===== src/hw/st_link_pkg.sv =====
// Streaming link shared types

package st_link_pkg;

  ////////////////////////////////////////
  // Link item and PHY word

  // One AXI-stream beat as carried over the link
  typedef struct packed {
    logic        tlast;
    logic [7:0]  tkeep;
    logic [63:0] tdata;
  } st_item_t;

  // Raw PHY transfer, one per clock
  typedef logic [79:0] phy_word_t;

  ////////////////////////////////////////
  // Counts and delays

  // Transmit credit count
  typedef logic [7:0] credit_t;

  // Delay in clk_wr cycles
  typedef logic [15:0] delay_t;

  // Transmit debug status word, 32 bits
  typedef struct packed {
    logic [15:0] push_count;
    logic [6:0]  reserved;
    logic        online;
    credit_t     credit;
  } tx_debug_t;

  ////////////////////////////////////////
  // PHY bit positions

  // Outgoing word
  localparam int PHY_PUSH_BIT = 0;
  localparam int PHY_STB_BIT = 1;
  // Link item sits in bits 2 to 74
  localparam int PHY_DATA_LSB = 2;
  localparam int PHY_MRK_BIT = 79;

  // Incoming word, credit return
  localparam int PHY_CREDIT_BIT = 0;

endpackage


===== src/hw/ll_auto_sync.sv =====
// Link startup sequencer

`timescale 1ns/100ps

module ll_auto_sync import st_link_pkg::*; #(
  parameter int MARKER_WIDTH = 1,
  parameter bit PERSISTENT_MARKER = 1'b0,
  parameter bit PERSISTENT_STROBE = 1'b0
) (
  input  logic                    clk_wr,
  input  logic                    reset,
  input  logic                    tx_online,
  input  logic                    rx_online,
  input  delay_t                  delay_x_value,
  input  delay_t                  delay_y_value,
  input  delay_t                  delay_z_value,
  input  logic [MARKER_WIDTH-1:0] tx_mrk_userbit,
  input  logic                    tx_stb_userbit,
  output logic                    tx_online_delay,
  output logic                    rx_online_delay,
  output logic [MARKER_WIDTH-1:0] tx_auto_mrk_userbit,
  output logic                    tx_auto_stb_userbit
);

  typedef enum logic [1:0] {
    IDLE,
    WAIT_ONLINE,
    WAIT_SYNC,
    SYNCED
  } sync_state_t;

  ////////////////////////////////////////
  // Online delay

  // Index 0 is tx, index 1 is rx
  logic   online_in [2];
  delay_t online_limit [2];
  delay_t online_cnt [2];
  logic   online_dly [2];

  assign online_in[0] = tx_online;
  assign online_in[1] = rx_online;
  assign online_limit[0] = delay_x_value;
  assign online_limit[1] = delay_z_value;

  for (genvar i = 0; i < 2; i++) begin : g_online
    // Counter saturates at the limit, level rises there
    always_ff @(posedge clk_wr) begin
      if (reset) begin
        online_cnt[i] <= '0;
        online_dly[i] <= 1'b0;
      end else if (!online_in[i]) begin
        // Drop straight away once the raw level goes low
        online_cnt[i] <= '0;
        online_dly[i] <= 1'b0;
      end else if (online_cnt[i] == online_limit[i]) begin
        online_dly[i] <= 1'b1;
      end else begin
        online_cnt[i] <= online_cnt[i] + 1'b1;
      end
    end
  end

  assign tx_online_delay = online_dly[0];
  assign rx_online_delay = online_dly[1];

  ////////////////////////////////////////
  // Sync strobe and marker

  sync_state_t state;
  delay_t      sync_cnt;
  logic        sync_hit;
  logic        stb_pulse;
  logic        mrk_pulse;

  always_ff @(posedge clk_wr) begin
    if (reset) begin
      state    <= IDLE;
      sync_cnt <= '0;
    end else if (!tx_online) begin
      state    <= IDLE;
      sync_cnt <= '0;
    end else begin
      case (state)
        IDLE: begin
          state <= WAIT_ONLINE;
        end
        WAIT_ONLINE: begin
          // Count starts on the first clock after the delayed level rises
          if (tx_online_delay) begin
            state    <= WAIT_SYNC;
            sync_cnt <= delay_t'(1);
          end
        end
        WAIT_SYNC, SYNCED: begin
          // Restart the period on each hit
          if (sync_hit) begin
            state    <= SYNCED;
            sync_cnt <= delay_t'(1);
          end else if (sync_cnt != '1) begin
            sync_cnt <= sync_cnt + 1'b1;
          end
        end
        default: begin
          state <= IDLE;
        end
      endcase
    end
  end

  assign sync_hit = ((state == WAIT_SYNC) || (state == SYNCED)) &&
                    (sync_cnt >= delay_y_value);

  // First hit always fires, later hits only when persistent
  assign stb_pulse = sync_hit && ((state == WAIT_SYNC) || PERSISTENT_STROBE);
  assign mrk_pulse = sync_hit && ((state == WAIT_SYNC) || PERSISTENT_MARKER);

  // User bits pass through alongside the generated pulses
  assign tx_auto_stb_userbit = stb_pulse | tx_stb_userbit;
  assign tx_auto_mrk_userbit = {MARKER_WIDTH{mrk_pulse}} | tx_mrk_userbit;

endmodule


===== src/hw/st_user_pack.sv =====
// AXI-stream beat packer

`timescale 1ns/100ps

module st_user_pack import st_link_pkg::*; (
  input  logic        clk_wr,
  input  logic        reset,
  input  logic [7:0]  user_tkeep,
  input  logic [63:0] user_tdata,
  input  logic        user_tlast,
  input  logic        user_tvalid,
  input  logic        item_ready,
  output logic        user_tready,
  output logic        item_valid,
  output st_item_t    item
);

  st_item_t beat_item;
  st_item_t hold_item;
  logic     hold_valid;
  logic     beat_accept;

  ////////////////////////////////////////
  // Beat packing

  always_comb begin
    beat_item.tlast = user_tlast;
    beat_item.tkeep = user_tkeep;
    beat_item.tdata = user_tdata;
  end

  // Room when empty, or when the held item leaves this clock
  assign user_tready = !hold_valid || item_ready;
  assign beat_accept = user_tvalid && user_tready;

  ////////////////////////////////////////
  // One-entry holding register

  // Valid flag
  always_ff @(posedge clk_wr) begin
    if (reset) begin
      hold_valid <= 1'b0;
    end else if (beat_accept) begin
      hold_valid <= 1'b1;
    end else if (item_ready) begin
      // Held item is pushed, nothing new behind it
      hold_valid <= 1'b0;
    end
  end

  // Payload
  always_ff @(posedge clk_wr) begin
    if (beat_accept) begin
      hold_item <= beat_item;
    end
  end

  assign item_valid = hold_valid;
  assign item       = hold_item;

endmodule


===== src/hw/ll_transmit.sv =====
// Link transmit credit control

`timescale 1ns/100ps

module ll_transmit import st_link_pkg::*; #(
  parameter credit_t DEFAULT_TX_CRED = 8'd128
) (
  input  logic      clk_wr,
  input  logic      reset,
  input  logic      tx_online,
  input  logic      rx_online,
  input  credit_t   init_credit,
  input  logic      item_valid,
  input  st_item_t  item,
  input  logic      credit_return,
  output logic      item_ready,
  output logic      push,
  output st_item_t  push_item,
  output tx_debug_t debug_status
);

  logic        online;
  credit_t     start_credit;
  credit_t     credit_cnt;
  logic [15:0] push_count;

  ////////////////////////////////////////
  // Credit counter

  // Both directions must be up
  assign online = tx_online && rx_online;

  // Zero init credit selects the built-in default
  assign start_credit = (init_credit == '0) ? DEFAULT_TX_CRED : init_credit;

  always_ff @(posedge clk_wr) begin
    if (reset) begin
      credit_cnt <= '0;
    end else if (!online) begin
      // Reload while the link is down
      credit_cnt <= start_credit;
    end else begin
      case ({push, credit_return})
        2'b10: begin
          credit_cnt <= credit_cnt - 1'b1;
        end
        2'b01: begin
          // Saturate rather than wrap
          if (credit_cnt != '1) begin
            credit_cnt <= credit_cnt + 1'b1;
          end
        end
        default: begin
          // Push and return together cancel
          credit_cnt <= credit_cnt;
        end
      endcase
    end
  end

  ////////////////////////////////////////
  // Push decision

  // No dependence on item_valid here
  assign item_ready = online && (credit_cnt != '0);
  assign push       = item_valid && item_ready;
  assign push_item  = item;

  ////////////////////////////////////////
  // Debug status

  // Push counter, wraps
  always_ff @(posedge clk_wr) begin
    if (reset) begin
      push_count <= '0;
    end else if (push) begin
      push_count <= push_count + 1'b1;
    end
  end

  always_comb begin
    debug_status.push_count = push_count;
    debug_status.reserved   = '0;
    debug_status.online     = online;
    debug_status.credit     = credit_cnt;
  end

endmodule


===== src/hw/phy_concat.sv =====
// PHY word assembly

`timescale 1ns/100ps

module phy_concat import st_link_pkg::*; (
  input  logic      clk_wr,
  input  logic      reset,
  input  logic      push,
  input  st_item_t  push_item,
  input  logic      stb_bit,
  input  logic      mrk_bit,
  input  phy_word_t rx_phy0,
  output phy_word_t tx_phy0,
  output logic      credit_return
);

  phy_word_t next_word;

  ////////////////////////////////////////
  // Outgoing word

  always_comb begin
    // Unused bits 75 to 78 stay zero
    next_word = '0;
    next_word[PHY_PUSH_BIT] = push;
    next_word[PHY_STB_BIT]  = stb_bit;
    next_word[PHY_MRK_BIT]  = mrk_bit;
    // Data field only carries an item on a push
    if (push) begin
      next_word[PHY_DATA_LSB +: $bits(st_item_t)] = push_item;
    end
  end

  // Whole word reset so the link idles clean
  always_ff @(posedge clk_wr) begin
    if (reset) begin
      tx_phy0 <= '0;
    end else begin
      tx_phy0 <= next_word;
    end
  end

  ////////////////////////////////////////
  // Credit return

  // Each clock with the bit set is one credit
  always_ff @(posedge clk_wr) begin
    if (reset) begin
      credit_return <= 1'b0;
    end else begin
      credit_return <= rx_phy0[PHY_CREDIT_BIT];
    end
  end

endmodule


===== src/hw/axi_st_d64_master_top.sv =====
// AXI-stream 64-bit link transmitter

`timescale 1ns/100ps

module axi_st_d64_master_top import st_link_pkg::*; #(
  parameter bit      PERSISTENT_STROBE = 1'b0,
  parameter credit_t DEFAULT_TX_CRED = 8'd128
) (
  input  logic        clk_wr,
  input  logic        reset,

  // Online and sync control
  input  logic        tx_online,
  input  logic        rx_online,
  input  credit_t     init_st_credit,
  input  logic        tx_mrk_userbit,
  input  logic        tx_stb_userbit,

  // Startup delays
  input  delay_t      delay_x_value,
  input  delay_t      delay_y_value,
  input  delay_t      delay_z_value,

  // PHY
  output phy_word_t   tx_phy0,
  input  phy_word_t   rx_phy0,

  // Stream channel
  input  logic [7:0]  user_tkeep,
  input  logic [63:0] user_tdata,
  input  logic        user_tlast,
  input  logic        user_tvalid,
  output logic        user_tready,

  // Debug
  output tx_debug_t   tx_st_debug_status
);

  ////////////////////////////////////////
  // Interconnect

  logic     tx_online_delay;
  logic     rx_online_delay;
  logic     auto_stb;
  logic     auto_mrk;
  logic     item_valid;
  logic     item_ready;
  st_item_t item;
  logic     push;
  st_item_t push_item;
  logic     credit_return;

  ////////////////////////////////////////
  // Startup sequencer

  // Single marker bit, marker fires once
  ll_auto_sync #(
    .MARKER_WIDTH      (1),
    .PERSISTENT_MARKER (1'b0),
    .PERSISTENT_STROBE (PERSISTENT_STROBE)
  ) ll_auto_sync_i (
    .clk_wr              (clk_wr),
    .reset               (reset),
    .tx_online           (tx_online),
    .rx_online           (rx_online),
    .delay_x_value       (delay_x_value),
    .delay_y_value       (delay_y_value),
    .delay_z_value       (delay_z_value),
    .tx_mrk_userbit      (tx_mrk_userbit),
    .tx_stb_userbit      (tx_stb_userbit),
    .tx_online_delay     (tx_online_delay),
    .rx_online_delay     (rx_online_delay),
    .tx_auto_mrk_userbit (auto_mrk),
    .tx_auto_stb_userbit (auto_stb)
  );

  // User beat into link item
  st_user_pack st_user_pack_i (
    .clk_wr      (clk_wr),
    .reset       (reset),
    .user_tkeep  (user_tkeep),
    .user_tdata  (user_tdata),
    .user_tlast  (user_tlast),
    .user_tvalid (user_tvalid),
    .item_ready  (item_ready),
    .user_tready (user_tready),
    .item_valid  (item_valid),
    .item        (item)
  );

  // Credit and push
  ll_transmit #(
    .DEFAULT_TX_CRED (DEFAULT_TX_CRED)
  ) ll_transmit_i (
    .clk_wr        (clk_wr),
    .reset         (reset),
    .tx_online     (tx_online_delay),
    .rx_online     (rx_online_delay),
    .init_credit   (init_st_credit),
    .item_valid    (item_valid),
    .item          (item),
    .credit_return (credit_return),
    .item_ready    (item_ready),
    .push          (push),
    .push_item     (push_item),
    .debug_status  (tx_st_debug_status)
  );

  ////////////////////////////////////////
  // PHY side

  phy_concat phy_concat_i (
    .clk_wr        (clk_wr),
    .reset         (reset),
    .push          (push),
    .push_item     (push_item),
    .stb_bit       (auto_stb),
    .mrk_bit       (auto_mrk),
    .rx_phy0       (rx_phy0),
    .tx_phy0       (tx_phy0),
    .credit_return (credit_return)
  );

endmodule


===== config.mk =====
export PLATFORM = sky130hd
export DESIGN_NAME = axi_st_d64_master_top
export DESIGN_NICKNAME = d
export VERILOG_FILES = /design/src/hw/st_link_pkg.sv /design/src/hw/ll_auto_sync.sv /design/src/hw/st_user_pack.sv /design/src/hw/ll_transmit.sv /design/src/hw/phy_concat.sv /design/src/hw/axi_st_d64_master_top.sv
export SDC_FILE = /design/constraint.sdc
export NUM_CORES = 1
export LEC_CHECK = 0
export BUFFER_PORTS_ARGS = -buffer_cell sky130_fd_sc_hd__buf_2
export CAP_MARGIN = 20
export CELL_PAD_IN_SITES_DETAIL_PLACEMENT = 0
export CELL_PAD_IN_SITES_GLOBAL_PLACEMENT = 1
export CORE_MARGIN = 3
export CORE_UTILIZATION = 38
export DETAILED_ROUTE_END_ITERATION = 10
export PLACE_DENSITY = 0.88
export SETUP_SLACK_MARGIN = 0.02
export SYNTH_ARGS = -nofsm -noshare
export SYNTH_HDL_FRONTEND = slang
export SYNTH_SLANG_ARGS = --single-unit

===== constraint.sdc =====
create_clock -name clk_wr -period 6.4 [get_ports clk_wr]
set_input_delay 0.64 -clock clk_wr [delete_from_list [all_inputs] [get_ports clk_wr]]
set_output_delay 0.64 -clock clk_wr [all_outputs]
set_load 0.03 [all_outputs]

==> results.md <==
* Switch Pwr at between 600 and 700 uW
* Worst Skew at between 10 and 15 ps
* Post-CTS setup buffer count at 0
* Synth Area in Compound Gates at 5.74%
* Crit. End Element: flop
* Rows at 56
* Net Sw Frac at 21.8%
* Hold/Removal Path Class: primary input to flop
* Worst slew pin tran at around 950 ps
* Mux contribution to synthesized area at less than 1%
* Synthesized-area fraction occupied by adder cells at 4.04%
* Crit path arrival time at 4470 ps
* Main combinational cell family by area after synthesis: simple AND/OR/NAND/NOR gates
* CP Data Required Time at slightly below 7000 ps
* Die Ht at around 160 um
* Port bufs at approximately 240
* Final non-filler cell total at roughly 1400
* Max-Cap Viols at 0
* Pre-CTS WS at between 2000 and 2500 ps
* Status: finished, final reports clean
* Worst-path clk slew at 60 ps
* Max Fclk at around 250 MHz
* Area share of and/or/nand/nor cells after synthesis at 16.9%
* CTS root buf: clkbuf_16
* Final WS setup at between 2000 and 2500 ps
* DRC viols at 0
* Final-report max-slew violation count at 0
* Post-synth cell types at between 50 and 60
* Initial antenna violation count at 2
* ANT nets after route at 0
* Die ar. at approximately 26000 um^2
* Avg WL per Cell at about 15 um
* Crit path max fanout at 79
* Die W at roughly 160 um
* Top Ports at between 300 and 400
* PostCTS Resize Cnt at 0
* Min Tclk post-route at 4070 ps
* Drt total wl at between 20000 and 25000 um
* CTS Hold Bufs at 0
* Post-synth ARST share at 0%
* Crit path launch type: flop
* Power density over the cells at between 200 and 300 nW/um^2
* Mean Syn Cell Area at 11.6 um^2
* Clock Tree Buf Depth at 3
* GR Util All Layers at between 15 and 20%
* LEAKAGE at around 0.0053 uW
* # setup viols final at 0
* Mapped Cells at about 790
* Clk sinks at about 230
* Vias per cell at just under 5
* Mapped Area at 9180 um^2
* Layout cells sized above 1 at between 20% and 30%
* Gr ovfl total at 0
* Starting Density at between 30% and 40%
* Worst vdd ir at about 0.22 mV
* Core area at roughly 24000 um^2
* H-Tree Depth at 1
* Unrepaired setup endpoints after global routing: no
* Main synth FF type: dfxtp_1
* Vias at ~6600
* Placed cell count at between 1000 and 1500
* Largest net degree at the start of global routing at a little over 80
* Final period utilization at a little under two thirds
* DR pass1 iterations at 4
* Gpl congestion at 0.787
* Synth warnings at 0
* Slew headroom at 36.6%
* Post-synth top area cell: edfxtp_1
* Hpwl dp at 15100 um
* Fin nets at approximately 1300
* CTS tree: built
* Area Overhead vs Synth at 25.1%
* Sequential share of power at 49.3%
* EDFF count, synth at roughly 110
* Clock power frac at approximately 45%
* Clock Latency Late Sink at 510 ps
* Number of global-route vias before repair at around 6300
* Initial DRC count at between 200 and 300
* Setup TNS at 0 ps
* Top cells by area, synth: edfxtp_1 (35%), dfxtp_1 (26%), xor2_1 (6.3%), and3_1 (6.1%), ha_1 (3.8%)
* Area share of the largest cell type after synthesis at approximately a third
* CP Class: flop to flop
* Register area share after synthesis at approximately 61%
* Final hold vios at 0
* Global-route wire length before repair at 32600 um
* FF+latch count, synth at 227
* Post-Synth XOR/XNOR Area at between 7 and 8%
* Clock buffer count from CTS at 25
* Cell Int Power at 2490 uW
* Logic pwr share at under 10%
-- worst paths after layout --
path | cells after the start | from | slack, ps | end
setup / recovery | 13 | ll_transmit_i.credit_cnt[0]$_SDFFE_PP0P_ | 2330 | ll_transmit_i.credit_cnt[7]$_SDFFE_PP0P_
setup reg to reg | 13 | ll_transmit_i.credit_cnt[0]$_SDFFE_PP0P_ | 2330 | ll_transmit_i.credit_cnt[7]$_SDFFE_PP0P_
hold / removal | 1 | user_tdata[42] | 310 | st_user_pack_i.item[42]$_DFFE_PP_
hold reg to reg | 1 | st_user_pack_i.item[27]$_DFFE_PP_ | 470 | phy_concat_i.tx_phy0[29]$_SDFF_PP0_
-- logic make-up (layout without fill, tap and decap cells) --
logic type | count (synthesis) | after routing
adder cells (fa/ha/maj) | 29 | 29
other | 1 | 13
flip-flops | 227 | 227
multiplexers | 4 | 4
XOR/XNOR | 81 | 81
buffers and inverters | 78 | 322
AND/OR/NAND/NOR | 291 | 291
AO/OA/AOI/OAI | 83 | 83
-- synth_stat cells, types with 26 or more instances --
library cell  number
ha_1              28
nand2_1           38
dfxtp_1          120
xor2_1            66
a21oi_1           29
and3_1            89
nand3_1           30
edfxtp_1         107
nor2_1            73
inv_1             35
clkbuf_1          26
-- cell type report --
| cell class | count | area [um^2] |
|---|---|---|
| Tap cell | 319 | 399 |
| Multi-Input combinational cell | 499 | 3260 |
| Clock buffer | 29 | 661 |
| Antenna cell | 2 | 5.00 |
| Fill cell | 2221 | 12100 |
| Clock inverter | 15 | 179 |
| Inverter | 36 | 135 |
| Timing Repair Buffer | 242 | 1220 |
| Sequential cell | 227 | 5620 |
-- flip-flops by register name, indices dropped and copies added, names as in the netlist --
register	cells
st_user_pack_i.item_valid	1
ll_auto_sync_i.online_dly	2
st_user_pack_i.item	73
ll_auto_sync_i.sync_cnt	16
ll_auto_sync_i.online_cnt	32
phy_concat_i.credit_return	1
phy_concat_i.tx_phy0	76
ll_auto_sync_i.state	2
ll_transmit_i.credit_cnt	8
ll_transmit_i.push_count	16
-- metal layers --
metal / routed length [um] / global-route usage (%)
met5: 13 / 0
met4: 796 / 6.02
met3: 1150 / 3.46
met2: 10400 / 26.3
met1: 8850 / 19.2
-- critical path, stage by stage (launching register included) --
cell	delay (ps)
dfxtp_1	460
nor4_1	160
a211oi_4	240
buf_4	570
inv_1	200
ha_1	280
inv_1	230
ha_1	280
a21oi_1	180
nor2_1	70
a2111oi_0	640
a21oi_1	180
xnor2_1	160
o311a_1	290
-- power by group through the flow --
| stage | sequential, uW | clock [uW] | combinational, uW |
|---|---|---|---|
| floorplan | 1610 | 0 | 92.1 |
| global placement | 1600 | 0 | 169 |
| detailed placement | 1600 | 0 | 172 |
| CTS | 1570 | 1490 | 173 |
| global route | 1570 | 1540 | 192 |
| finish | 1570 | 1440 | 171 |
-- cell usage in the layout (no fill, tap or decap), drive strengths merged, types with 7 or more instances in the layout --
cell    instances
a21oi          29
a31oi           7
and3           91
buf           242
clkbuf         29
conb           11
dfxtp         120
edfxtp        107
ha             28
inv            39
nand2          38
nand3          30
nand4          14
nor2           73
nor4           11
o21ai          15
xnor2          15
xor2           66
-- through the flow --
step | hold slack [ps] | total power (uW) | utilization [%] | cell area [um^2]
floorplan | 451 | 1700 | - | 9210
global placement | 453 | 1770 | 45.0 | 10600
detailed placement | 458 | 1770 | 45.0 | 10600
CTS | 275 | 3230 | 48.6 | 11500
global route | 281 | 3310 | 48.6 | 11500
finish | 307 | 3190 | 48.6 | 11500
(Power assumes the default switching activity.)
